### src/logic/rvPkg.sv
`default_nettype none

package rvPkg;

	localparam int xlen = 32;
	localparam int memWords = 64; // Data memory depth in words
	localparam logic [xlen-1:0] resetPc = 32'h0000_0000;

	// Major opcodes from instr[6:0]
	localparam logic [6:0] opLoad = 7'b0000011;
	localparam logic [6:0] opStore = 7'b0100011;
	localparam logic [6:0] opLui = 7'b0110111;
	localparam logic [6:0] opAuipc = 7'b0010111;
	localparam logic [6:0] opOp = 7'b0110011;
	localparam logic [6:0] opOpImm = 7'b0010011;
	localparam logic [6:0] opBranch = 7'b1100011;
	localparam logic [6:0] opJal = 7'b1101111;
	localparam logic [6:0] opJalr = 7'b1100111;

	typedef enum logic [3:0] {
		aluAdd,
		aluSub,
		aluAnd,
		aluOr,
		aluXor,
		aluSlt,
		aluSltu,
		aluSll,
		aluSrl,
		aluSra,
		aluPassB // LUI result
	} aluOpT;

	typedef enum logic [2:0] {
		brNone,
		brEq,
		brNe,
		brLt,
		brGe,
		brLtu,
		brGeu
	} branchT;

	typedef enum logic [2:0] {
		immI,
		immS,
		immB,
		immU,
		immJ,
		immShamt
	} immT;

	typedef enum logic [1:0] {
		wbAlu,
		wbMem,
		wbPc4 // Link address for JAL and JALR
	} wbSelT;

endpackage

`default_nettype wire

### src/logic/regFile.sv
`default_nettype none

module regFile (
	input wire clk,
	input wire rst,
	input wire [4:0] rs1,
	input wire [4:0] rs2,
	input wire [4:0] rd,
	input wire we,
	input wire [rvPkg::xlen-1:0] wd,
	output logic [rvPkg::xlen-1:0] rd1,
	output logic [rvPkg::xlen-1:0] rd2
);
	import rvPkg::*;

	logic [xlen-1:0] regs [1:31]; // x0 has no storage

	always_ff @(posedge clk)
	begin
		if (rst)
		begin
			for (int i = 1; i < 32; i++)
				regs[i] <= '0;
		end
		else if (we && rd != 5'd0)
			regs[rd] <= wd;
	end

	// Old value on a same-cycle write
	assign rd1 = (rs1 == 5'd0) ? '0 : regs[rs1];
	assign rd2 = (rs2 == 5'd0) ? '0 : regs[rs2];

endmodule

`default_nettype wire

### config.mk
export PLATFORM = sky130hd
export DESIGN_NAME = regFile
export DESIGN_NICKNAME = d
export VERILOG_FILES = /design/src/logic/rvPkg.sv /design/src/logic/regFile.sv
export SDC_FILE = /design/constraint.sdc
export NUM_CORES = 2
export LEC_CHECK = 0
export BUFFER_PORTS_ARGS = -buffer_cell sky130_fd_sc_hd__buf_2
export CAP_MARGIN = 10
export CORE_UTILIZATION = 37
export CTS_CLUSTER_SIZE = 14
export DETAILED_ROUTE_END_ITERATION = 12
export SLEW_MARGIN = 20
export SYNTH_ARGS = -nofsm -noshare
export SYNTH_HDL_FRONTEND = slang
export SYNTH_SLANG_ARGS = --single-unit
export TNS_END_PERCENT = 20
### constraint.sdc
create_clock -name clk -period 1.6 [get_ports clk]
set_input_delay 0.08 -clock clk [delete_from_list [all_inputs] [get_ports clk]]
set_output_delay 0.08 -clock clk [all_outputs]
set_load 0.05 [all_outputs]
# ---- Word level (Yosys, flattened, before mapping)
# Memory sizes are Yosys's and may differ from the RTL's.
# Index checks and enable logic that the tools add are counted.
dict set report word_totals {
  ff_bits 0
  latchBits 0
  ram_bits 992
  mem_bits_ro 0
  input_bits 50
  output_inout_bits 64
  word_cells 16
  mem_count 1
}
# name depth word_bits rd rd_clocked_by_memory_dff write_ports line_no
set memory_table {}
lappend memory_table {regs 31 32 2 0 31 regFile.sv:16} ;# logic [xlen-1:0] regs [1:31];
dict set report op_classes {
  add_sub_neg 0
  multipliers 0
  div_mod_pow 0
  n_lt_le_gt_ge 0
  n_eq_ne 0
  shifts 0
  muxes 10
  bitwise_logic 0
  reduce_logical 5
}
# cell n
set op_table {}
lappend op_table {{two-way mux 32 bit} 3}
lappend op_table {{OR reduction 32 bit} 1}
lappend op_table {{logical NOT 5 bit} 2}
lappend op_table {{two-way mux 1 bit} 6}
lappend op_table {{two-way mux 5 bit} 1}
lappend op_table {{nonzero test 5 bit} 1}
lappend op_table {{logical AND 1 bit} 1}

# ---- Longest topological paths before layout
dict set report depth {
  ltp_word 7
  depth_mapped 9
  ltp_nobuf 4
}

# ---- Least setup slack after synthesis
# OpenSTA, ideal clock, no wires.
dict set report synth_timing {
  path_type {in2out}
  start {input port rs2[0]}
  end {output port rd2[30] in the netlist's numbering}
  arrival_time_ns 3.401
  path_slack_ns -1.881
  path_stages 6
  cell_sequence {clkbuf_2 -> buf_6 -> buf_4 -> mux4_2 -> mux2i_1 -> a2111oi_0}
}
dict set report synth_between {
  elab_chain_cells 2
}
# item line_no
set synth_lines {}
lappend synth_lines {{start: declaration} regFile.sv:7} ;# input wire [4:0] rs2,
lappend synth_lines {{memory (31 x 32 bit) or logical NOT 5 bit (tied branches)} -}
lappend synth_lines {{two-way mux 32 bit *} regFile.sv:31} ;# assign rd2 = (rs2 == 5'd0) ? '0 : regs[rs2];
lappend synth_lines {{end: declaration} regFile.sv:12} ;# output logic [rvPkg::xlen-1:0] rd2
# Mark *: on every way between the ends. The rest lies on a longest branch, timed or not.

==> metrics <==
Pint=between 50 and 60 mW; Root Buffer=clkbuf_16; global route overflow=0; Top Ports=114; multi-input logic area=around 26000 um^2; Hold WC Path Type=primary input to flop; initial DRC count=5583; endpoints failing setup=between 60 and 70; antenna-violating nets left=0; Port-buffer cells=approximately 110; count of warnings emitted by yosys=0; maximum VDD drop=around 1000 uV; gpl congestion=about 0.9; global-route wire length before repair=297.3 mm; Syn Inst Count=3765; Final #Nets=roughly 4400; post-synthesis mux area share=roughly a fifth; Via Count=approximately 38000; Slew HR=34.75%; Cell variety after synth=44; CP Data Arrival Time=2.68 ns; WL final=214.7 mm; number of flip-flops under the largest register name=a little over 1000; maximum number of pins on one net before global-route repair=33; share of cells above drive strength 1=39.01%; initial antenna violation count=28; Clock Power Share=approximately 37%; hpwl dp=142.9 mm; Syn Area/Cell=14.51 um^2; Synth-to-Final Area Change=30.71%; static leakage=roughly 26 nW; DR vias/cell=6.040; DRT Pass-1 Iters=6; post-synthesis sequential area ratio=between 50% and 60%; number of flops mapped to enable cells by yosys=about 1000; Inserted Clock Buffers=about 110; Cell Rows=140; Overall Global Routing Usage=28.72%; CTS tree=yes; compound-cell area share of the yosys netlist=5.391%; Final Util=between 40% and 50%; RSZ-0062 raised after global routing=true; Least-Margin Pin Slew=between 0.9 and 1 ns; period utilisation layout=172.7%; overall power=70.08 mW; Slew Limit Fails=0; die width=386.3 um; pwr dens=between 900 and 1000 nW/um^2; Async SR Flop Fraction=0%; largest family of logic cells by synthesized area=multiplexers; maximum clock path buffer count=3; Post-Synth Adder-Cell Area=0%; max-capacitance violation count=0; Synth Area in XOR/XNOR=0%; leading cell types in the layout, fill and taps excluded=edfxtp_1, and2_1, buf_4; Synth area leaders=edfxtp_1, mux4_2, and2_1; die area=between 100000 and 150000 um^2; Synth Area in Simple Gates=between 10% and 20%; DRC=0; Post-Route Setup TNS=-61.23 ns; Reg area=about 31000 um^2; worst setup margin=-1.164 ns; number of synthesized register bits=about 1000; f_max=between 300 and 400 MHz; CTS Sinks=between 1000 and 1500; H-Tree Depth=3; sw power=between 15 and 20 mW; largest register by flop count=regs; power share of the sequential group=between 40 and 50%; violated checks=negative setup slack; switching portion of total power=around 27%; Die Ht=approximately 390 um; vias in the first global route=around 38000; ys flop type=edfxtp_1; clk slew on worst S/H paths=0.06 ns; synthesized cell area=about 55000 um^2; top cell type's share of synthesized area=56.29%; WP data required=~1.5 ns; fillers=about 12000; commonest non-fill, non-tap cell in the layout=edfxtp_1; Yosys top cell by area=edfxtp_1; WL per Instance=around 34 um; Largest regs=regs: 1024 flops; power share of the combinational group=17.8%; status=finished with violations; Crit. End Element=primary output; critical path class=flop to primary output; Crit Path Max Fanout=2; Starting Density=a little under two fifths; CP startpoint kind=flop; final hold viol count=0; core area=146100 um^2; Tmin final=~2.8 ns
-- final timing paths --
kind / start / to / slack [ns] / cells past startpoint
worst min-delay path: rd[4] / regs[7][15] / 0.31 / 5
worst max-delay path: regs[31][0] / rd2[0] / -1.16 / 6
-- Yosys cell counts (all sizes together), types with 2 or more instances --
cell type,count
edfxtp,1024
and2,995
mux4,356
mux2i,322
clkbuf,303
a22oi,104
buf,104
a21oi,56
nor2b,56
a2111oi,55
a22o,51
o22ai,51
a211oi,47
nor2,37
o21ai,36
mux2,34
nor4,33
or2,32
nor3,26
nand2,6
nand3b,5
a221oi,4
nand3,4
and3,3
nand2b,3
nor4b,3
or3b,3
a221o,2
or3,2
-- worst max-delay path, cell delays in order, from the launching register on --
cell and delay [ns]:
edfxtp_1 0.40, mux4_2 0.47, a22o_1 0.28, a2111oi_4 0.37
buf_4 0.21, nor3_4 0.04, buf_6 0.16
-- metal layers --
layer / GRT usage [%] / share of wire (%) / vias up
li1: - / - / 15620
met2: 44.84 / 46 / 2263
met5: 0 / 0.018 / -
met4: 9.223 / 3.6 / 6
met3: 6.055 / 10 / 409
met1: 39.92 / 41 / 20140
-- area by class of cell --
type,count,area share [%]
clock buffer,134,4.011
sequential,1024,43.06
multi-input combinational,2364,35.81
timing repair buffer,838,12.76
tap,1917,3.359
inverter,1,0.007009
antenna,11,0.03855
clock inverter,74,0.9567
-- logic make-up (layout without fill, tap and decap cells) --
logic type / count (synthesis) / after routing
AO/OA/AOI/OAI: 407 / 407
buffers and inverters: 408 / 1047
flip-flops: 1024 / 1024
multiplexers: 712 / 712
other: 1 / 43
AND/OR/NAND/NOR: 1213 / 1213
-- through the flow --
step | hold slack, ns | worst slack (ns) | std cells | instance area, um^2
floorplan | 0.1789 | -0.3076 | 3796 | 57870
global placement | 0.5629 | -0.9299 | 6112 | 66680
detailed placement | 0.5663 | -0.9464 | 6112 | 66680
CTS | 0.2600 | -1.196 | 6349 | 71190
global route | 0.2961 | -1.221 | 6353 | 71380
finish | 0.3071 | -1.164 | 6363 | 71410
-- what timing repair did --
action                                 CTS  global route
setup endpoints to repair               64            64
hold buffers                            32             0
setup buffers                            0             5
gates resized for setup                179            33
cloned                                   0             0
endpoints found under the hold margin  711             0
pin swaps                               80            40
-- power groups by stage --
| stage | sequential, mW | clock [mW] | combinational, mW |
|---|---|---|---|
| 2_1_floorplan | 32.0 | 0 | 6.82 |
| 3_3_place_gp | 32.3 | 0 | 11.7 |
| 3_5_place_dp | 32.3 | 0 | 11.8 |
| 4_1_cts | 31.8 | 25.9 | 12.3 |
| 5_1_grt | 31.9 | 26.9 | 12.8 |
| 6_report | 31.8 | 25.8 | 12.5 |
No activity file was read; power rests on OpenSTA's default activity.
