File: config.mk
export PLATFORM = sky130hd
export DESIGN_NAME = alu
export DESIGN_NICKNAME = d
export VERILOG_FILES = /design/src/logic/rvPkg.sv /design/src/logic/alu.sv
export SDC_FILE = /design/constraint.sdc
export NUM_CORES = 1
export LEC_CHECK = 0
export ABC_AREA = 0
export ABC_CLOCK_PERIOD_IN_PS = 5660
export BUFFER_PORTS_ARGS = -buffer_cell sky130_fd_sc_hd__clkbuf_2
export CAP_MARGIN = 20
export CORE_MARGIN = 3
export CORE_UTILIZATION = 62
export DETAILED_ROUTE_END_ITERATION = 7
export PLACE_DENSITY = 0.85
export SYNTH_ARGS = -nofsm -noshare
export SYNTH_HDL_FRONTEND = slang
export SYNTH_SLANG_ARGS = --single-unit
File: constraint.sdc
create_clock -name vclk -period 5.66
set_input_delay 0 -clock vclk [all_inputs]
set_output_delay 0 -clock vclk [all_outputs]
set_load 0.02 [all_outputs]
File: src/logic/rvPkg.sv
`default_nettype none

package rvPkg;

	localparam int xlen = 32;
	localparam int memWords = 64; // Data memory depth in words
	localparam logic [xlen-1:0] resetPc = 32'h0000_0000;

	// Major opcodes from instr[6:0]
	localparam logic [6:0] opLoad = 7'b0000011;
	localparam logic [6:0] opStore = 7'b0100011;
	localparam logic [6:0] opLui = 7'b0110111;
	localparam logic [6:0] opAuipc = 7'b0010111;
	localparam logic [6:0] opOp = 7'b0110011;
	localparam logic [6:0] opOpImm = 7'b0010011;
	localparam logic [6:0] opBranch = 7'b1100011;
	localparam logic [6:0] opJal = 7'b1101111;
	localparam logic [6:0] opJalr = 7'b1100111;

	typedef enum logic [3:0] {
		aluAdd,
		aluSub,
		aluAnd,
		aluOr,
		aluXor,
		aluSlt,
		aluSltu,
		aluSll,
		aluSrl,
		aluSra,
		aluPassB // LUI result
	} aluOpT;

	typedef enum logic [2:0] {
		brNone,
		brEq,
		brNe,
		brLt,
		brGe,
		brLtu,
		brGeu
	} branchT;

	typedef enum logic [2:0] {
		immI,
		immS,
		immB,
		immU,
		immJ,
		immShamt
	} immT;

	typedef enum logic [1:0] {
		wbAlu,
		wbMem,
		wbPc4 // Link address for JAL and JALR
	} wbSelT;

endpackage

`default_nettype wire

File: src/logic/alu.sv
`default_nettype none

module alu (
	input wire rvPkg::aluOpT op,
	input wire [rvPkg::xlen-1:0] a,
	input wire [rvPkg::xlen-1:0] b,
	output logic [rvPkg::xlen-1:0] y
);
	import rvPkg::*;

	logic [4:0] shamt;

	assign shamt = b[4:0]; // Only the low five bits shift

	always_comb
	begin
		case (op)
			aluSub: y = a - b;
			aluAnd: y = a & b;
			aluOr: y = a | b;
			aluXor: y = a ^ b;
			aluSlt: y = {{(xlen-1){1'b0}}, $signed(a) < $signed(b)};
			aluSltu: y = {{(xlen-1){1'b0}}, a < b};
			aluSll: y = a << shamt;
			aluSrl: y = a >> shamt;
			aluSra: y = $signed(a) >>> shamt;
			aluPassB: y = b;
			default: y = a + b;
		endcase
	end

endmodule

`default_nettype wire

After elaboration in Yosys (flattened, before gate mapping)

Cells that the tools add are included.

Flip-flop bits (word level): 0

Add/subtract/negate cells: 2
Magnitude comparators: 2
Shift operators: 3
Equal/unequal tests: 10
Bitwise operators: 3
Mux-type cells: 1

Operators by type and width:

| kind                                                | number |
|---|---|
| one-hot mux 32 bit (10 select lines)                | 1 |
| less-than comparator 32 bit                         | 2 |
| adder 32 bit                                        | 1 |
| AND 32 bit                                          | 1 |
| OR 32 bit                                           | 1 |
| left shift 32 x 5 -> 32 bit                         | 1 |
| right shift 32 x 5 -> 32 bit                        | 1 |
| >>> shifter 32 x 5 -> 32 bit                        | 1 |
| subtractor 32 bit                                   | 1 |
| bitwise XOR 32 bit                                  | 1 |
| equality test 4 x 3 -> 1 bit, second input constant | 4 |
| equality test 4 bit, second input constant          | 3 |
| equality test 4 x 2 -> 1 bit, second input constant | 2 |
| equality test 4 x 1 -> 1 bit, second input constant | 1 |

Depth between registers and ports, before layout

Word-level depth: 2
Mapped depth: 16
Gate-level depth less buffers: 13

Worst setup path before layout

Ideal clock, no wire load.

Path kind: input to output
Start point: input b[2] (netlist name)
End point: output y[28] (netlist name)
Arrival: 3,881 ps
Stages on the path: 16
Setup slack: 1,779 ps
Data required time: 5,660 ps
Cells stage by stage: clkbuf_1 > inv_2 > buf_1 > clkbuf_1 > buf_2 > ha_1 > nor2b_1 > o21ai_1 > a21oi_1 > nor3_2 > o31ai_1 > a311oi_2 > o41ai_2 > a221oi_2 > mux2i_1 > or4_1

Longest elaborated chain between the ends: 2
Elaborated cells between the ends (all ways): 6
Those cells by class: 2 x add/sub; 3 x shift; 1 x mux

Ends and longest elaborated chain:

| what                                   | RTL line  | RTL |
|---|---|---|
| start: declaration                     | alu.sv:6  | `input wire [rvPkg::xlen-1:0] b,` |
| adder 32 bit (tied with other cells)   | alu.sv:28 | `default: y = a + b;` |
| one-hot mux 32 bit (10 select lines) * | alu.sv:17 | `case (op)` |
| end: declaration                       | alu.sv:7  | `output logic [rvPkg::xlen-1:0] y` |

Mark *: on every way between the ends. The rest lies on a longest branch, timed or not.

Worst setup path after layout

Start point: input b[1] (netlist name)
End point: output y[28] (netlist name)

Same word-level chain as after synthesis.

==> results.toml <==
[layout]
seq_area_um2 = 0
syn_to_final_growth_pct = 4.46
nFlopsAndLatches = 0
drive_gt1_share_pct = 14.5
clkbuf_count = 0
fin_nets = 1530

[die]
rows = 42
core_area_um2 = 13600
fp.dieW_um = 125
io_pins = 100
die_area_um2 = 15700
start_util_pct = 64.9
die_y_um = 125

[yosys]
avgSynthCellArea_um2 = 6.51
synth.distinct_cells = 82
syn_nets = 1523
yosysSeqAreaShare_pct = 0
syn-cell-area_um2 = 8830
postSynthCellCount = 1356
yosysWarnings = 0

[setup_path]
cp_max_fo = 38
crit_path_cell_trace = "buf_4, clkinv_1, fa_1, nor2b_1, o21ai_1, a21oi_1, nor3_2, o31ai_1, a311oi_2, o41ai_2, a221oi_2, mux2i_1, or4_1, clkbuf_2"
max_stage_delay_ns = 0.58
end_kind = "primary output"
cpMaxStageDelayCell = "fa_1"
crit_family = "compound AO/OA/AOI/OAI gates"
start_kind = "primary input"
worst-endpoint-arrival_ns = 4.24
cp.required_ns = 5.66
cp_num_buf_inv = 3
path_class = "primary input to primary output"

[place]
hpwl_um = 26900
io_buffers = 100
place.gp.congestion = 1.06

[hold_path]
hold_end = "y[7]"
hold_path_startpoint = "b[7]"
hold_class = "primary input to primary output"
min_path_cells = 4

[global_routing]
grt_pass1_vias = 9926
grt_max_degree = 82
gr-usage-all-layers_pct = 42.1
grt_pass1_wl_um = 54800
grt.busiest_layer = "met2"
antenna_found_initial = 0
grt.overflow.total = 0
grt_use_met1_pct = 58.7
use_met2_pct = 61.6
met3_usage_pct = 12.2

[sta]
relSlewSlack_pct = 31.8
setup_viol = 0
post-route-period-util_pct = 75.0
slew_violations = 0
hold_viol = 0
fin_tns_setup_ns = 0
tightestPinTransition_ns = 1.02
min_period_ns = 4.24
fmax_mhz = 236
rsz0062_at_grt = "no"

[routing]
drc = 0
drt_iter0_drc = 2026
wl_per_cell_um = 23.1
via_count = 11200
vias_per_cell = 7.28
wirelength_um = 35500
first_pass_iters = 7
ant_nets = 0

[clock_network]
post_cts_resized = 0
post_cts_buffers = 0
hold_buffers = 0

[run]
max_cap_violations = 0

[status]
status = "complete, no violations"
==> per-layer routing <==
metal	wire [um]	part of all wire (%)	vias up
met5	0	0	-
li1	-	-	5059
met2	14900	42	872
met4	1430	4.0	0
met1	13800	39	5136
met3	5370	15	130
==> how the worst max path moves through the flow <==
stage	endpoint	depth (start not counted)	startpoint	slack, ns
5_1_grt	y[28]	14	b[1]	1.21
3_5_place_dp	y[28]	14	b[1]	1.53
2_1_floorplan	y[28]	16	b[2]	1.78
3_3_place_gp	y[28]	14	b[1]	1.63
4_1_cts	y[28]	14	b[1]	1.51
6_report	y[28]	14	b[1]	1.42
==> synth_stat cells, types with 5 or more instances <==
master | count | area, um2
or2_2 | 7 | 43.8
nand3_1 | 31 | 155
o211ai_1 | 19 | 143
nor3_1 | 25 | 125
o221ai_1 | 11 | 96.3
a22oi_1 | 17 | 128
and2_1 | 5 | 31.3
mux4_2 | 16 | 360
o21bai_1 | 20 | 150
and3_1 | 6 | 37.5
mux2i_1 | 62 | 621
nor2b_1 | 11 | 68.8
or3_1 | 8 | 50.1
inv_1 | 97 | 364
nor2_1 | 171 | 642
o2111ai_1 | 12 | 105
a221o_1 | 7 | 70.1
buf_1 | 14 | 52.6
o31a_1 | 7 | 61.3
mux2_2 | 36 | 405
a221oi_1 | 31 | 272
ha_1 | 97 | 1210
a21o_1 | 20 | 150
a211oi_1 | 26 | 195
o31ai_1 | 14 | 105
clkbuf_1 | 72 | 270
nand4_1 | 8 | 50.1
nor4_1 | 5 | 31.3
a31oi_1 | 15 | 93.8
buf_2 | 19 | 95.1
o21a_1 | 6 | 45.0
nand2_1 | 108 | 405
nand2b_1 | 13 | 81.3
a22o_1 | 7 | 61.3
a21oi_1 | 141 | 706
o21ai_0 | 89 | 445
o22ai_1 | 18 | 113
==> stage by stage <==
stage	util, %	std cells	instance area [um2]	setup WS (ns)	hold slack (ns)
after floorplan	-	1356	8830	1.78	0.229
after global routing	67.8	1537	9220	1.21	0.456
final	67.8	1539	9230	1.42	0.419
after detailed placement	67.8	1537	9220	1.53	0.416
after CTS	67.8	1537	9220	1.51	0.416
after global placement	67.8	1537	9220	1.63	0.406
==> cells by family after synthesis <==
family,share of synthesized area (%)
AOI/OAI and AO/OA,39.2
and+or+nand+nor,21.0
buffers and inverters,9.66
muxes,15.7
adders and majority gates,14.2
xor gates and xnor gates,0.298
==> worst min-delay path, cell delays in order <==
cell      delay (ns)
clkbuf_2        0.10
a221oi_1        0.08
nand3_1         0.07
clkbuf_2        0.16
==> final cells by class <==
cell class         count  area [um2]
diodes                 2        5.00
repair buffers       116         623
inverters            101         379
fillers             1303        4380
multi-input cells   1144        8000
well taps            176         220
==> cells in the final DEF, fill, tap and decap left out, drive strengths merged, types with 12 or more instances in the layout <==
master / Yosys / routed
ha: 97 / 97
a31oi: 15 / 15
nand2b: 13 / 13
mux2: 36 / 36
nand2: 108 / 108
clkbuf: 72 / 99
a21o: 20 / 20
mux4: 16 / 16
o31ai: 14 / 14
o21ai: 94 / 94
o2111ai: 12 / 12
nor3: 26 / 26
inv: 100 / 100
mux2i: 62 / 62
o21bai: 20 / 20
nand3: 31 / 31
a211oi: 26 / 26
buf: 39 / 17
a22oi: 17 / 17
o22ai: 18 / 18
a221oi: 32 / 32
o211ai: 19 / 19
nor2: 171 / 171
a21oi: 143 / 143
