`config.mk`:
```
export PLATFORM = sky130hd
export DESIGN_NAME = dataMem
export DESIGN_NICKNAME = d
export VERILOG_FILES = /design/src/logic/rvPkg.sv /design/src/logic/dataMem.sv
export SDC_FILE = /design/constraint.sdc
export NUM_CORES = 2
export LEC_CHECK = 0
export ABC_AREA = 1
export BUFFER_PORTS_ARGS = -buffer_cell sky130_fd_sc_hd__buf_2
export CAP_MARGIN = 20
export CORE_MARGIN = 4
export CORE_UTILIZATION = 40
export DETAILED_ROUTE_END_ITERATION = 12
export GPL_ROUTABILITY_DRIVEN = 0
export PLACE_DENSITY_LB_ADDON = 0.3
export SKIP_LAST_GASP = 1
export SYNTH_ARGS = -nofsm -noshare
export SYNTH_HDL_FRONTEND = slang
export SYNTH_SLANG_ARGS = --single-unit
```
`constraint.sdc`:
```
create_clock -name clk -period 2.8 [get_ports clk]
set_input_delay 0.28 -clock clk [delete_from_list [all_inputs] [get_ports clk]]
set_output_delay 0.28 -clock clk [all_outputs]
set_load 0.01 [all_outputs]
```
`src/logic/rvPkg.sv`:
```
`default_nettype none

package rvPkg;

	localparam int xlen = 32;
	localparam int memWords = 64; // Data memory depth in words
	localparam logic [xlen-1:0] resetPc = 32'h0000_0000;

	// Major opcodes from instr[6:0]
	localparam logic [6:0] opLoad = 7'b0000011;
	localparam logic [6:0] opStore = 7'b0100011;
	localparam logic [6:0] opLui = 7'b0110111;
	localparam logic [6:0] opAuipc = 7'b0010111;
	localparam logic [6:0] opOp = 7'b0110011;
	localparam logic [6:0] opOpImm = 7'b0010011;
	localparam logic [6:0] opBranch = 7'b1100011;
	localparam logic [6:0] opJal = 7'b1101111;
	localparam logic [6:0] opJalr = 7'b1100111;

	typedef enum logic [3:0] {
		aluAdd,
		aluSub,
		aluAnd,
		aluOr,
		aluXor,
		aluSlt,
		aluSltu,
		aluSll,
		aluSrl,
		aluSra,
		aluPassB // LUI result
	} aluOpT;

	typedef enum logic [2:0] {
		brNone,
		brEq,
		brNe,
		brLt,
		brGe,
		brLtu,
		brGeu
	} branchT;

	typedef enum logic [2:0] {
		immI,
		immS,
		immB,
		immU,
		immJ,
		immShamt
	} immT;

	typedef enum logic [1:0] {
		wbAlu,
		wbMem,
		wbPc4 // Link address for JAL and JALR
	} wbSelT;

endpackage

`default_nettype wire

```
`src/logic/dataMem.sv`:
```
`default_nettype none

module dataMem (
	input wire clk,
	input wire rst,
	input wire we,
	input wire [rvPkg::xlen-1:0] addr,
	input wire [rvPkg::xlen-1:0] wdata,
	input wire [2:0] size,
	output logic [rvPkg::xlen-1:0] rdata
);
	import rvPkg::*;

	logic [xlen-1:0] mem [memWords];
	logic [$clog2(memWords)-1:0] wordIdx;
	logic [3:0] byteEn;
	logic [xlen-1:0] laneData;
	logic [xlen-1:0] shifted;

	assign wordIdx = addr[$clog2(memWords)+1:2]; // Wraps modulo depth

	always_comb
	begin
		case (size[1:0])
			2'b00:
			begin
				byteEn = 4'b0001 << addr[1:0];
				laneData = {4{wdata[7:0]}};
			end
			2'b01:
			begin
				byteEn = addr[1] ? 4'b1100 : 4'b0011;
				laneData = {2{wdata[15:0]}};
			end
			default:
			begin
				byteEn = 4'b1111;
				laneData = wdata;
			end
		endcase
	end

	always_ff @(posedge clk)
	begin
		if (rst)
		begin
			for (int i = 0; i < memWords; i++)
				mem[i] <= '0;
		end
		else if (we)
		begin
			for (int b = 0; b < 4; b++)
				if (byteEn[b])
					mem[wordIdx][8*b +: 8] <= laneData[8*b +: 8];
		end
	end

	assign shifted = mem[wordIdx] >> {addr[1:0], 3'b000}; // Addressed lane to bit 0

	always_comb
	begin
		case (size)
			3'b000: rdata = {{(xlen-8){shifted[7]}}, shifted[7:0]};
			3'b001: rdata = {{(xlen-16){shifted[15]}}, shifted[15:0]};
			3'b100: rdata = {{(xlen-8){1'b0}}, shifted[7:0]};
			3'b101: rdata = {{(xlen-16){1'b0}}, shifted[15:0]};
			default: rdata = mem[wordIdx];
		endcase
	end

	storeInRange: assert property (@(posedge clk) disable iff (rst)
		we |-> addr[xlen-1:2] < memWords);

endmodule

`default_nettype wire

```
=== After elaboration in Yosys (flattened, before gate mapping) ===
Memory sizes are Yosys's and may differ from the RTL's.
Cells that the tools add are included.

* Memories kept: 1
* Memory bits (writable): 2048
* Register bits: 0
* Bits of input ports: 70
* Output and inout port bits: 32
* Word-level logic and storage cells: 35

* Shifts and indexed selects: 2
* Equality and inequality tests: 4
* Reduce and logical (&&, ||, !) cells: 3
* Muxes and demuxes: 25

{| class="wikitable"
|+ Memories
! memory !! depth !! width !! read ports !! clocked after memory_dff !! write ports !! RTL line !! source
|-
| mem || 64 || 32 || 1 || 0 || 64 || dataMem.sv:14 || <nowiki>logic [xlen-1:0] mem [memWords];</nowiki>
|}

{| class="wikitable"
|+ Operators with widths
! cell !! number
|-
| case mux 32 bit (4 select lines) || 1
|-
| case mux 32 bit (2 select lines) || 1
|-
| 2-to-1 mux 32 bit || 1
|-
| OR reduction 32 bit || 1
|-
| >> shifter 32 x 5 -> 16 bit || 1
|-
| 2-to-1 mux 1 bit || 18
|-
| 2-to-1 mux 4 bit || 2
|-
| case mux 4 bit (2 select lines) || 1
|-
| == test 3 bit, second input constant || 2
|-
| 2-to-1 mux 6 bit || 1
|-
| left shift 1 x 2 -> 4 bit, first input constant || 1
|-
| == test 3 x 1 -> 1 bit, second input constant || 1
|-
| logical NOT 3 bit || 1
|-
| == test 2 x 1 -> 1 bit, second input constant || 1
|-
| logical NOT 2 bit || 1
|}

=== Logic depth before layout (Yosys ltp) ===
* Depth after elaboration: 8
* Gate-level depth with buffers: 20
* Gate-level depth less buffers: 15

=== Least setup slack after synthesis ===
Ideal clock, no wire load.

* Path kind: input to register
* From: input addr[3] (netlist bit)
* To: memory mem[0][10], enable pin
* Buffers on the path: 4
* Arrival time: 1894 ps
* Path slack: 577 ps
* Data required time: 2471 ps
* Setup time: 329 ps
* Stages on the path: 9
* Cells stage by stage: buf_4 nor2_4 buf_4 buf_2 nand2_4 buf_2 nor2_1 nand2_1 nand2_1

{| class="wikitable"
|+ RTL lines
! item !! RTL line !! source
|-
| start, declared || dataMem.sv:7 || <nowiki>input wire [rvPkg::xlen-1:0] addr,</nowiki>
|-
| end, declared || dataMem.sv:14 ||
|}

=== Worst setup path after layout ===
* From: memory mem[39][15]
* To: output rdata[25] (netlist bit)

* Longest elaborated chain between the ends: 3

{| class="wikitable"
|+ Ends and longest elaborated chain
! item !! RTL line !! source
|-
| memory (64 x 32 bit) || - ||
|-
| >> shifter 32 x 5 -> 16 bit || dataMem.sv:58 || <nowiki>assign shifted = mem[wordIdx] >> {addr[1:0], 3'b000};</nowiki>
|-
| case mux 32 bit (4 select lines) || dataMem.sv:62 || <nowiki>case (size)</nowiki>
|-
| end, declared || dataMem.sv:10 || <nowiki>output logic [rvPkg::xlen-1:0] rdata</nowiki>
|}

Every way passes these cells.

==> impl_results.md <==
- Initial Util: 0.403
- Vias in the first global route: 77500
- Root Driver: clkbuf_16
- Die Height: 498 µm
- P&R area growth vs syn: 25.2%
- Post-layout min period: 3.43 ns
- Row cnt: 179
- Iter 0 DRT Violations: 9351
- Final worst slack: -0.626 ns
- Routed len/inst: 22.7 µm
- Synth Area per Inst: 8.96 µm²
- Final setup viols: 32
- 1st-pass router iterations: 8
- Startpoint types: flip-flop
- Synth Cell Area: 96200 µm²
- Antenna Violating Nets Remaining: 0
- Die width: 498 µm
- RSZ-0062 raised after global routing: true
- CTS tree: yes
- Total track usage: 0.268
- Violated checks: setup timing
- Post-synth EDFFs: 2048
- FMAX: 292 MHz
- # fillers: 21400
- Post-synthesis sequential area ratio: 0.640
- Total length of routed wires: 339000 µm
- Total chip power: 73.2 mW
- Max reg flops: 2048
- Placed inst area: 112000 µm²
- Die area: 248000 µm²
- Top reg by flops: mem
- Ys async rst share: 0
- Fin cells: 15000
- Biggest regs: mem (2048)
- CP bufs+invs: 5
- Maximum VDD drop: 0.460 mV
- Leakage: 51.7 nW
- First-pass GRT wire length: 498000 µm
- Placed cells: 14500
- Crit Path Category: reg -> out
- Most common cell after layout, fill and taps aside: nand2_1
- Setup crit end: rdata[25]
- Share of cells above drive strength 1: 0.170
- Worst setup path startpoint: mem[39][15]$_SDFFCE_PN0P_
- Synthesis warning total: 0
- Syn_nets: 10800
- Synth Register Bits: 2048
- Vias: 78800
- Net count reported at finish: 11700
- Worst min path class: in -> reg
- I/O Buffers: 77
- Max Slew Vio Count: 0
- CTS sink cnt: 2048
- Worst-path cell chain: or2_0 -> nand2_1 -> nand2_1 -> o21ai_1 -> nand2_2 -> nor2_4 -> nand2_2 -> buf_8 -> nand2_4 -> nand2_4 -> o21bai_4 -> buf_6 -> buf_12 -> buf_12 -> nand3_1 -> buf_2
- Longest Clk Path Bufs: 3
- Slew headroom: 0.229
- DP Wirelength: 235000 µm
- Total gr overflow: 0
- Largest net degree at the start of global routing: 106
- Slowest stage delay, CP: 0.37 ns
- CP arrival: 3.15 ns
- Crit. End Element: output pin
- Most frequent cells in the layout: nand2_1 (4927), nor2_1 (2155), edfxtp_1 (2048), buf_4 (800), buf_12 (401)
- # IOs: 102
- Crit-path slowest cell: edfxtp_1
- Initial antenna violation count: 14
- WP depth: 16
- Mapped Cells: 10700
- Prevailing post-synth register cell: edfxtp_1
- CP delay by family, top: simple AND/OR/NAND/NOR gates
- Vias per cell: 5.27
- Slew @ Worst Pin: 1.16 ns
- WP data required: 2.52 ns
- Design Area, Final: 120000 µm²
- CTS Buf Count: 211
- Worst-path clk slew: 0.06 ns
- Hold path startpoint: wdata[17]
- Outcome: finished, violations left
- Core area: 239000 µm²
- Final hold slack: 0.0404 ns
- # DRC: 0
- Final Hold Vio Count: 0
- MaxCap Viol Count: 0
- Post-synth cell types: 40
- Max FO, Critical Path: 9
- Pwr Density: 608 nW/µm²
- Fin crit share: 1.22
- H-tree depth: 4
-- through the flow --
stage | util | TNS (ns) | worst slack [ns]
2_1_floorplan | - | 0 | 0.577
3_3_place_gp | 0.469 | -125.64 | -0.734
3_5_place_dp | 0.469 | -127.08 | -0.778
4_1_cts | 0.503 | -18.05 | -0.674
5_1_grt | 0.505 | -19.01 | -0.730
6_report | 0.505 | -15.88 | -0.626
-- worst min-delay path: cells and delay by family --
kind | cells | cell delay [ns]
compound gates | 1 | 0.23
buf+inv | 1 | 0.11
simple gates | 1 | 0.17
-- power breakdown --
part	total [mW]	leakage [nW]	switching, mW	internal [mW]
clock	28.3	3.29	12.2	16.1
combinational	9.14	29.0	5.96	3.19
sequential	35.7	19.4	0.496	35.2
-- synth_stat cells (3+ instances only) --
cell type  instances  area [µm²]
a22o_1             6        52.6
nor3_2             7        70.1
buf_2            198         991
a221oi_1          18         158
edfxtp_1        2048       61500
buf_4             84         631
inv_2             17        63.8
inv_1            158         593
buf_1             38         143
buf_6             34         383
clkbuf_1         297        1110
a221oi_2           5        75.1
nor2_2            30         188
nand2_2            4        25.0
nand2_1         5137       19300
or2_1              8        50.1
a22oi_1           35         263
a21oi_1           43         215
nand4_1           33         206
nor2_1          2201        8260
o211ai_1           8        60.1
or2_0              4        25.0
o2111ai_1         29         254
a21oi_2            3        26.3
nand3_1          178         891
or2_2              5        31.3
o21ai_1           46         230
o21ai_0           44         220
-- kinds of logic (layout without fill, tap and decap cells) --
family,count (synthesis),count (layout),synth area share
and+or+nand+nor,7614,7614,0.303
DFF,2048,2048,0.640
buffers and inverters,829,1886,0.0410
AOI/OAI and AO/OA,243,243,0.0168
other,0,8,0
-- layer usage --
metal,vias to the layer above,track usage,share of wire
li1,36300,-,-
met1,37600,0.331,0.36
met2,4078,0.424,0.45
met3,862,0.0619,0.11
met4,18,0.176,0.077
met5,-,0,0.00034
-- final cells by class --
class	instances	area [µm²]	area share
clock inverters	125	1250	0.0104
well taps	3167	3960	0.0329
diodes	8	20.0	0.000166
repair buffers	1320	15100	0.126
flip-flops and latches	2048	61500	0.511
inverters	177	703	0.00584
multi-input cells	7857	32300	0.268
clock buffers	263	5580	0.0463
repair inverters	1	8.76	0.0000727
-- timing repair --
item / CTS / global route
setup buffers: 21 / 4
gates cloned: 4 / 0
hold buffers: 16 / 0
gates resized for setup: 282 / 150
pin swaps: 148 / 108
setup endpoints to repair: 32 / 32
hold endpoints to repair: 142 / 0
-- worst min path at each step --
stage	end	slack, ns	cells past startpoint
6_report	mem[57][17]$_SDFFCE_PN0P_	0.04	3
5_1_grt	mem[7][14]$_SDFFCE_PN0P_	0.04	4
4_1_cts	mem[41][14]$_SDFFCE_PN0P_	0.003	4
3_5_place_dp	mem[51][25]$_SDFFCE_PN0P_	0.73	3
3_3_place_gp	mem[51][25]$_SDFFCE_PN0P_	0.73	3
2_1_floorplan	mem[60][25]$_SDFFCE_PN0P_	0.57	2
Note: power is estimated with default switching activity, not from simulation.
