**src/logic/rvPkg.sv**
```systemverilog
`default_nettype none

package rvPkg;

	localparam int xlen = 32;
	localparam int memWords = 64; // Data memory depth in words
	localparam logic [xlen-1:0] resetPc = 32'h0000_0000;

	// Major opcodes from instr[6:0]
	localparam logic [6:0] opLoad = 7'b0000011;
	localparam logic [6:0] opStore = 7'b0100011;
	localparam logic [6:0] opLui = 7'b0110111;
	localparam logic [6:0] opAuipc = 7'b0010111;
	localparam logic [6:0] opOp = 7'b0110011;
	localparam logic [6:0] opOpImm = 7'b0010011;
	localparam logic [6:0] opBranch = 7'b1100011;
	localparam logic [6:0] opJal = 7'b1101111;
	localparam logic [6:0] opJalr = 7'b1100111;

	typedef enum logic [3:0] {
		aluAdd,
		aluSub,
		aluAnd,
		aluOr,
		aluXor,
		aluSlt,
		aluSltu,
		aluSll,
		aluSrl,
		aluSra,
		aluPassB // LUI result
	} aluOpT;

	typedef enum logic [2:0] {
		brNone,
		brEq,
		brNe,
		brLt,
		brGe,
		brLtu,
		brGeu
	} branchT;

	typedef enum logic [2:0] {
		immI,
		immS,
		immB,
		immU,
		immJ,
		immShamt
	} immT;

	typedef enum logic [1:0] {
		wbAlu,
		wbMem,
		wbPc4 // Link address for JAL and JALR
	} wbSelT;

endpackage

`default_nettype wire

```
**src/logic/instrDecoder.sv**
```systemverilog
`default_nettype none

module instrDecoder (
	input wire [rvPkg::xlen-1:0] instr,
	output logic [4:0] rs1,
	output logic [4:0] rs2,
	output logic [4:0] rd,
	output logic regWe,
	output logic memWe,
	output logic memRe,
	output logic [2:0] memSize,
	output rvPkg::aluOpT aluOp,
	output logic aluASel,
	output logic aluBImm,
	output rvPkg::branchT branch,
	output logic jal,
	output logic jalr,
	output rvPkg::wbSelT wbSel,
	output logic [rvPkg::xlen-1:0] imm,
	output logic legal
);
	import rvPkg::*;

	logic [6:0] opcode;
	logic [2:0] funct3;
	immT immSel;

	assign opcode = instr[6:0];
	assign funct3 = instr[14:12];
	assign rs1 = instr[19:15];
	assign rs2 = instr[24:20];
	assign rd = instr[11:7];
	assign memSize = funct3; // Size and signedness straight from funct3

	always_comb
	begin
		regWe = 1'b0;
		memWe = 1'b0;
		memRe = 1'b0;
		aluOp = aluAdd;
		aluASel = 1'b0;
		aluBImm = 1'b1;
		branch = brNone;
		jal = 1'b0;
		jalr = 1'b0;
		wbSel = wbAlu;
		immSel = immI;
		legal = 1'b1;
		case (opcode)
			opLoad:
			begin
				regWe = 1'b1;
				memRe = 1'b1;
				wbSel = wbMem;
			end
			opStore:
			begin
				memWe = 1'b1;
				immSel = immS;
			end
			opLui:
			begin
				regWe = 1'b1;
				aluOp = aluPassB;
				immSel = immU;
			end
			opAuipc:
			begin
				regWe = 1'b1;
				aluASel = 1'b1; // PC plus U-immediate
				immSel = immU;
			end
			opOp, opOpImm:
			begin
				regWe = 1'b1;
				aluBImm = (opcode == opOpImm);
				case (funct3)
					3'b000: aluOp = (opcode == opOp && instr[30]) ? aluSub : aluAdd;
					3'b010: aluOp = aluSlt;
					3'b011: aluOp = aluSltu;
					3'b100: aluOp = aluXor;
					3'b110: aluOp = aluOr;
					3'b111: aluOp = aluAnd;
					3'b001:
					begin
						aluOp = aluSll;
						immSel = immShamt;
					end
					default:
					begin
						aluOp = instr[30] ? aluSra : aluSrl;
						immSel = immShamt;
					end
				endcase
			end
			opBranch:
			begin
				aluBImm = 1'b0;
				immSel = immB;
				case (funct3)
					3'b000: branch = brEq;
					3'b001: branch = brNe;
					3'b100: branch = brLt;
					3'b101: branch = brGe;
					3'b110: branch = brLtu;
					3'b111: branch = brGeu;
					default: branch = brNone;
				endcase
			end
			opJal:
			begin
				regWe = 1'b1;
				jal = 1'b1;
				wbSel = wbPc4;
				immSel = immJ;
			end
			opJalr:
			begin
				regWe = 1'b1;
				jalr = 1'b1;
				wbSel = wbPc4; // ALU still forms the target
			end
			default: legal = 1'b0; // Retires as a no-op
		endcase
		if (rd == 5'd0)
			regWe = 1'b0;
	end

	always_comb
	begin
		case (immSel)
			immS: imm = {{(xlen-12){instr[31]}}, instr[31:25], instr[11:7]};
			immB: imm = {{(xlen-13){instr[31]}}, instr[31], instr[7], instr[30:25],
				instr[11:8], 1'b0};
			immU: imm = {instr[31:12], 12'b0};
			immJ: imm = {{(xlen-21){instr[31]}}, instr[31], instr[19:12], instr[20],
				instr[30:21], 1'b0};
			immShamt: imm = {{(xlen-5){1'b0}}, instr[24:20]};
			default: imm = {{(xlen-12){instr[31]}}, instr[31:20]};
		endcase
	end

endmodule

`default_nettype wire

```
**config.mk**
```make
export PLATFORM = sky130hd
export DESIGN_NAME = instrDecoder
export DESIGN_NICKNAME = d
export VERILOG_FILES = /design/src/logic/rvPkg.sv /design/src/logic/instrDecoder.sv
export SDC_FILE = /design/constraint.sdc
export NUM_CORES = 1
export LEC_CHECK = 0
export BUFFER_PORTS_ARGS = -buffer_cell sky130_fd_sc_hd__buf_2
export CAP_MARGIN = 10
export CORE_ASPECT_RATIO = 0.75
export CORE_MARGIN = 4
export CORE_UTILIZATION = 33
export DETAILED_ROUTE_END_ITERATION = 7
export PLACE_DENSITY = 0.81
export SETUP_SLACK_MARGIN = 0.4
export SYNTH_ARGS = -nofsm -noshare
export SYNTH_HDL_FRONTEND = slang
export SYNTH_SLANG_ARGS = --single-unit
```
**constraint.sdc**
```tcl
create_clock -name vclk -period 1.7
set_clock_uncertainty 0.15 [all_clocks]
set_input_delay 0.34 -clock vclk [all_inputs]
set_output_delay 0.34 -clock vclk [all_outputs]
set_load 0.02 [all_outputs]
```
==> results of run 1 <==
through the flow:
stage                     setup TNS (ns)  setup WS [ns]  hold slack (ns)
after detailed placement           -8.44         -0.291            0.766
after global placement             -7.37         -0.247            0.764
after floorplan                    -2.31         -0.121            0.562
synth_stat cells, types with 3 or more instances:
master                     number  area (um2)
sky130_fd_sc_hd__o21ai_0        7        35.0
sky130_fd_sc_hd__and2_2         6        45.0
sky130_fd_sc_hd__inv_1          6        22.5
sky130_fd_sc_hd__a21boi_0       3        22.5
sky130_fd_sc_hd__nor3_1         3        15.0
sky130_fd_sc_hd__nor2_1         9        33.8
sky130_fd_sc_hd__nand3_1       13        65.1
sky130_fd_sc_hd__buf_4         20         150
sky130_fd_sc_hd__nand2_1       22        82.6
sky130_fd_sc_hd__a21o_1        11        82.6
kinds of logic after synthesis:
family,after synthesis,synth area share
compound gates,31,0.261
simple gates,74,0.466
buf+inv,30,0.231
mux,1,0.0127
xor+xnor,3,0.0296
==> flow_summary_export.csv, run 1 <==
group,metric,value,unit
outcome,outcome,"stopped before the end",
outcome,failing_step,"clock tree synthesis (4_1_cts)",
outcome,toolErrorMsg,"[ERROR DPL-0033] detailed placement checks failed during check placement.",
yosys,syn-num-nets,171,
yosys,yosysWarnings,0,
yosys,synth_area_per_cell,6.39,um2
placed_design,place_hpwl,3350,um
cts,post_cts_sizing_count,153,
cts,post-cts-setup-buffers,6,
yosys,ys_types,40,
placed_design,io_port_bufs,99,
die,floorplan.initialDensity,0.367,
die,floorplan.rows,15,
placed_design,gp_routability_congestion,0.900,
die,ios,99,
die,die_height,52.9,um
yosys,netlist_area,888,um2
placed_design,placed_insts,279,
die,die-width,67.9,um
yosys,synth_cells,139,
yosys,yosysSeqAreaShare,0,
cts,cts.hold.buffers_added,0,
placed_design,postPlaceCellArea,1830,um2
==> inputs of run 2 (changes only) <==
--- a/config.mk
+++ b/config.mk
@@ -7,12 +7,10 @@
 export LEC_CHECK = 0
 export BUFFER_PORTS_ARGS = -buffer_cell sky130_fd_sc_hd__buf_2
 export CAP_MARGIN = 10
-export CORE_ASPECT_RATIO = 0.75
-export CORE_MARGIN = 4
-export CORE_UTILIZATION = 33
+export CORE_AREA = 4 4 65 67
 export DETAILED_ROUTE_END_ITERATION = 7
-export PLACE_DENSITY = 0.81
-export SETUP_SLACK_MARGIN = 0.4
+export DIE_AREA = 0 0 69 71
+export PLACE_DENSITY_LB_ADDON = 0.15
 export SYNTH_ARGS = -nofsm -noshare
 export SYNTH_HDL_FRONTEND = slang
 export SYNTH_SLANG_ARGS = --single-unit
==> constraint.sdc (replaced) <==
create_clock -name vclk -period 2.2
set_clock_uncertainty 0.15 [all_clocks]
set_input_delay 0.44 -clock vclk [all_inputs]
set_output_delay 0.44 -clock vclk [all_outputs]
set_load 0.02 [all_outputs]
==> run 2 against run 1 <==
Compared with the run above:
- the run now ends clean
- synthesized cell count is the same
- area after synthesis unchanged
==> flow_summary_export.csv, run 2 <==
group,metric,value,unit
yosys,synth_largest_area_cell,"sky130_fd_sc_hd__buf_4",
grt,grt_util_all_layers,0.122,
die,die_height,71,um
timing,post_route_fraction_of_the_period_consumed_by_the_critical_path,0.976,
detailed_routing,routed_wirelength,3360,um
final_layout,layout.core_utilization,0.397,
placed_design,io_port_bufs,99,
placed_design,place_hpwl,2850,um
yosys,yosys-top-cells-area,"sky130_fd_sc_hd__buf_4 (17%), sky130_fd_sc_hd__a21o_1 (9.3%), sky130_fd_sc_hd__nand2_1 (9.3%)",
grt,grt_antenna_before_repair,0,
die,die-width,69,um
yosys,post-synth-top-area-fraction,0.169,
placed_design,postPlaceCellArea,1400,um2
timing,post-route-min-period,2.15,ns
setup_path,required_time_at_the_worst_slack_endpoint,1.61,ns
power,cellPowerDensity,197,nW/um2
detailed_routing,drt.antenna.violating_nets,0,
power,p_leak,0.000831,uW
setup_path,crit_path_end_kind,"primary output",
yosys,syn-num-nets,171,
job,cap_viol_max_count,0,
setup_path,cp_max_fo,8,
placed_design,gp_routability_congestion,0.829,
yosys,ys_types,40,
yosys,synth_area_per_cell,6.39,um2
grt,overflow,0,
yosys,yosysWarnings,0,
final_layout,ff_latch_area,0,um2
setup_path,worst-endpoint-arrival,1.56,ns
yosys,synth_cells,139,
final_layout,fin_area,1440,um2
detailed_routing,drt-vias-per-instance,4.55,
timing,timing.final.setup_violations,0,
final_layout,layout.cells.most_common_list,"sky130_fd_sc_hd__buf_2 (97), sky130_fd_sc_hd__nand2_1 (22), sky130_fd_sc_hd__buf_4 (14)",
timing,worst_slew_pin_slew,0.356,ns
detailed_routing,first_iter_violations,30,
grt,first_global_vias,1210,
die,design.die.area,4900,um2
die,ios,99,
power,switch_pwr,171,uW
detailed_routing,remaining_drc_errors,0,
power,power.combinational.fraction,1.000,
outcome,outcome,"completed",
power,switching_share,0.601,
detailed_routing,via_count,1257,
yosys,netlist_area,888,um2
final_layout,drive_gt1_frac,0.605,
timing,max_freq,0.466,GHz
final_layout,nets,262,
grt,grt_pass1_wl,5260,um
power,max-vdd-ir-drop,0.0580,mV
grt,grt_start_max_net_pins,16,
power,seqPwrFrac,0,
final_layout,n_antenna_cell,0,
final_layout,area_growth_syn_to_layout,62.5,%
die,floorplan.rows,22,
power,power_frac_clock,0,
timing,final-hold-violation-count,0,
yosys,yosysMostFrequentCell,"sky130_fd_sc_hd__nand2_1",
setup_path,timing.critical_path.from_type,"input pin",
final_layout,layout.cells.most_common,"sky130_fd_sc_hd__buf_2",
final_layout,numSequentialCells,0,
cts,post-cts-setup-buffers,0,
worst_hold_path,hold_path.class,"in2out",
setup_path,critPathCapture,"imm[14]",
detailed_routing,routedWlPerCell,12.2,um
setup_path,worst_setup_path_startpoint,"instr[6]",
die,floorplan.initialDensity,0.244,
timing,totalNegativeSetupSlack,0,ns
detailed_routing,initial_drt_pass_iterations,4,
setup_path,setup_crit_path_kind,"in2out",
die,core_area,3630,um2
yosys,yosysSeqAreaShare,0,
timing,maxSlewViolCount,0,
power,internal-power,114,uW
final_layout,n_clock_buffer,0,
timing,max_slew_margin,0.762,
timing,unrepaired_setup_endpoints_after_global_routing,"yes",
yosys,yosys-top-cells-count,"sky130_fd_sc_hd__nand2_1 (22), sky130_fd_sc_hd__buf_4 (20), sky130_fd_sc_hd__nand3_1 (13)",
[run 2: cell counts after synthesis]
No cell type changed its count.
[run 2: how the worst min path moves through the flow]
| stage | start | endpoint | slack [ns] | cells after the start |
|---|---|---|---|---|
| floorplan | instr[6] | memWe | 0.79 | 1 |
| detailed placement | instr[19] | rs1[4] | 0.97 | 2 |
| global route | instr[18] | rs1[3] | 0.97 | 2 |
| finish | instr[16] | rs1[1] | 0.96 | 2 |
| global placement | instr[18] | rs1[3] | 0.97 | 2 |
| CTS | instr[19] | rs1[4] | 0.97 | 2 |
[run 2: cells by family (layout without fill, tap and decap cells)]
logic type	after synthesis	in the layout	synth area share
AO/OA/AOI/OAI	31	31	0.261
XOR/XNOR	3	3	0.0296
buffers and inverters	30	119	0.231
multiplexers	1	1	0.0127
AND/OR/NAND/NOR	74	74	0.466
[run 2: per-layer routing]
layer / up-vias / routed length, um / global-route usage
li1: 641 / - / -
met1: 556 / 1360 / 0.146
met2: 56 / 1680 / 0.230
met3: 4 / 277 / 0.0199
met4: 0 / 42 / 0.0174
met5: - / 0 / 0
[run 2: critical path, stage by stage]
cell and delay (ns):
sky130_fd_sc_hd__buf_2 0.13, sky130_fd_sc_hd__or3b_1 0.39, sky130_fd_sc_hd__a21oi_2 0.15, sky130_fd_sc_hd__buf_6 0.14, sky130_fd_sc_hd__nand2_1 0.05, sky130_fd_sc_hd__nand3_1 0.09, sky130_fd_sc_hd__buf_2 0.16
[run 2: cell type report]
cell class / count / area [um2]
fillers: 408 / 2190
multi-input cells: 109 / 739
well taps: 48 / 60.1
inverters: 6 / 22.5
repair buffers: 113 / 622
[run 2: power groups by stage]
stage / Combinational (uW) / Clock [uW] / Sequential [uW]
global placement: 282 / 0 / 0
global route: 308 / 0 / 0
CTS: 283 / 0 / 0
floorplan: 184 / 0 / 0
finish: 285 / 0 / 0
detailed placement: 280 / 0 / 0
[run 2: metrics by stage]
| stage | hold WS (ns) | std cells | worst slack, ns | total power (uW) |
|---|---|---|---|---|
| 6_report | 0.964 | 276 | 0.0537 | 285 |
| 3_5_place_dp | 0.966 | 276 | -0.145 | 280 |
| 4_1_cts | 0.966 | 276 | 0.0172 | 283 |
| 2_1_floorplan | 0.787 | 139 | -0.0112 | 184 |
| 5_1_grt | 0.974 | 276 | -0.0184 | 308 |
| 3_3_place_gp | 0.966 | 276 | -0.183 | 282 |
[run 2: what timing repair did]
item                       4_1_cts  5_1_grt
hold endpoints to repair         0        0
pin swaps                        0        0
hold buffers                     0        0
gates resized for setup          4        7
setup endpoints to repair       21       19
(Power assumes the default switching activity.)
==> inputs of run 3 (changes only) <==
--- a/config.mk
+++ b/config.mk
@@ -11,6 +11,7 @@
 export DETAILED_ROUTE_END_ITERATION = 7
 export DIE_AREA = 0 0 69 71
 export PLACE_DENSITY_LB_ADDON = 0.15
+export RECOVER_POWER = 25
 export SYNTH_ARGS = -nofsm -noshare
 export SYNTH_HDL_FRONTEND = slang
 export SYNTH_SLANG_ARGS = --single-unit
==> run 3 against run 2 <==
Compared with the run above:
- cell count unchanged
- die area unchanged
- setup slack about the same
- critical path depth unchanged
- sequential cell count unchanged
- fmax about the same
- non-clock buffer count unchanged
- core utilization down 0.48 points
- wire length up 0.42%
- via count about the same
- first-iteration DRC count up 6.7%
- largest cell class unchanged
- highest routed layer unchanged
==> flow_summary_export.csv, run 3 (same netlist as run 2, synthesis figures left out) <==
group,metric,value,unit
power,max-vdd-ir-drop,0.0579,mV
final_layout,drive_gt1_frac,0.544,
detailed_routing,wirelength_met1,1380,um
setup_path,cpMostUsedCell,"sky130_fd_sc_hd__buf_2",
final_layout,ff_latch_area,0,um2
grt,grt_antenna_before_repair,0,
worst_hold_path,worst_hold_path.endpoint,"rs1[3]",
job,cap_viol_max_count,0,
die,floorplan.rows,22,
final_layout,finish.cell_count_without_fillers,276,
setup_path,timing.critical_path.from_type,"input pin",
timing,max_freq,0.466,GHz
final_layout,n_fill_cell,417,
timing,final-hold-violation-count,0,
final_layout,layout.cells.most_common,"sky130_fd_sc_hd__buf_2",
die,ios,99,
grt,grt_util_all_layers,0.122,
worst_hold_path,hold_path.class,"in2out",
final_layout,n_clock_buffer,0,
power,cellPowerDensity,197,nW/um2
grt,overflow,0,
detailed_routing,dr_wl_met3,276,um
final_layout,multi_input_comb_area,739,um2
placed_design,io_port_bufs,99,
detailed_routing,first_iter_violations,32,
timing,max_slew_margin,0.762,
timing,maxSlewViolCount,0,
detailed_routing,initial_drt_pass_iterations,4,
timing,worst_slew_pin_slew,0.356,ns
timing,unrepaired_setup_endpoints_after_global_routing,"yes",
detailed_routing,routed_wirelength,3380,um
placed_design,placed_insts,276,
setup_path,worst-endpoint-arrival,1.56,ns
final_layout,nets,262,
setup_path,cpMaxStageDelayCell,"sky130_fd_sc_hd__or3b_1",
timing,timing.final.setup_violations,0,
grt,grt_start_max_net_pins,16,
detailed_routing,via_count,1258,
final_layout,area_growth_syn_to_layout,60.6,%
worst_hold_path,timing.hold.worst.start,"instr[18]",
die,die_height,71,um
worst_hold_path,hold_path_depth,2,
setup_path,slowest_delay,0.39,ns
detailed_routing,drt.antenna.violating_nets,0,
final_layout,numSequentialCells,0,
detailed_routing,highest_layer,"met4",
placed_design,gp_routability_congestion,0.829,
setup_path,cp_max_fo,8,
grt,grt_pass1_wl,5260,um
timing,post_route_fraction_of_the_period_consumed_by_the_critical_path,0.976,
die,design.die.area,4900,um2
grt,first_global_vias,1210,
setup_path,setup_crit_path_kind,"in2out",
timing,hold-worst-slack,0.992,ns
power,p_leak,0.000792,uW
die,core_area,3630,um2
timing,post-route-min-period,2.15,ns
die,floorplan.initialDensity,0.244,
setup_path,worstPathCellList,"buf_2 > or3b_1 > a21oi_2 > buf_6 > nand2_1 > nand3_1 > buf_2",
final_layout,layout.cells.most_common_list,"sky130_fd_sc_hd__buf_2 (83), sky130_fd_sc_hd__nand2_1 (22), sky130_fd_sc_hd__buf_4 (14), sky130_fd_sc_hd__clkbuf_1 (14), sky130_fd_sc_hd__nand3_1 (13)",
detailed_routing,met2WireLength,1680,um
setup_path,crit_path_end_kind,"primary output",
detailed_routing,routedWlPerCell,12.2,um
detailed_routing,drt-vias-per-instance,4.56,
outcome,outcome,"completed",
setup_path,required_time_at_the_worst_slack_endpoint,1.61,ns
detailed_routing,remaining_drc_errors,0,
die,die-width,69,um
final_layout,n_antenna_cell,0,
placed_design,place_hpwl,2850,um
run 3: cell types whose count changed in the layout (fill, tap and decap cells not counted), sizes merged:
cell,change
clkbuf,+14
buf,-14
run 3: what timing repair did:
item | 4_1_cts | 5_1_grt
endpoints found under the setup margin | 21 | 19
setup buffers | 0 | 0
hold buffers | 0 | 0
gates resized for setup | 4 | 7
run 3: metrics by stage:
step / setup slack (ns) / TNS [ns] / power, uW / utilization / instance area (um2)
4_1_cts: 0.0172 / 0 / 283 / 0.389 / 1410
6_report: 0.0536 / 0 / 282 / 0.393 / 1430
3_5_place_dp: -0.145 / -0.750 / 280 / 0.384 / 1400
5_1_grt: -0.0184 / -0.0184 / 305 / 0.393 / 1430
3_3_place_gp: -0.183 / -0.619 / 282 / 0.384 / 1400
2_1_floorplan: -0.0112 / -0.0112 / 184 / - / 905
run 3: power by group:
part           leakage (uW)  switching [uW]  internal, uW  total, uW
Sequential                0               0             0          0
Combinational      0.000792             172           110        282
Clock                     0               0             0          0
Total              0.000792             172           110        282
run 3: worst max path at each step:
| stage | slack [ns] | depth (start not counted) | from | end |
|---|---|---|---|---|
| 4_1_cts | 0.02 | 6 | instr[3] | imm[1] |
| 3_5_place_dp | -0.15 | 6 | instr[3] | imm[0] |
| 6_report | 0.05 | 7 | instr[6] | imm[14] |
| 3_3_place_gp | -0.18 | 6 | instr[3] | imm[0] |
| 5_1_grt | -0.02 | 6 | instr[1] | imm[1] |
| 2_1_floorplan | -0.01 | 4 | instr[2] | branch[0] |
run 3: routing by layer:
metal,track usage,up-vias
li1,-,642
met1,0.146,554
met2,0.230,58
met3,0.0199,4
met4,0.0174,0
met5,0,-
run 3: area by class of cell:
cell class                 count  share of cell area
multi-input combinational    109               0.518
timing repair buffer         113               0.424
tap                           48              0.0421
inverter                       6              0.0158
run 3: worst max-delay path, delay by kind of cell:
| family | cells | cell delay [ns] |
|---|---|---|
| compound gates | 1 | 0.15 |
| buf+inv | 3 | 0.43 |
| simple gates | 3 | 0.53 |
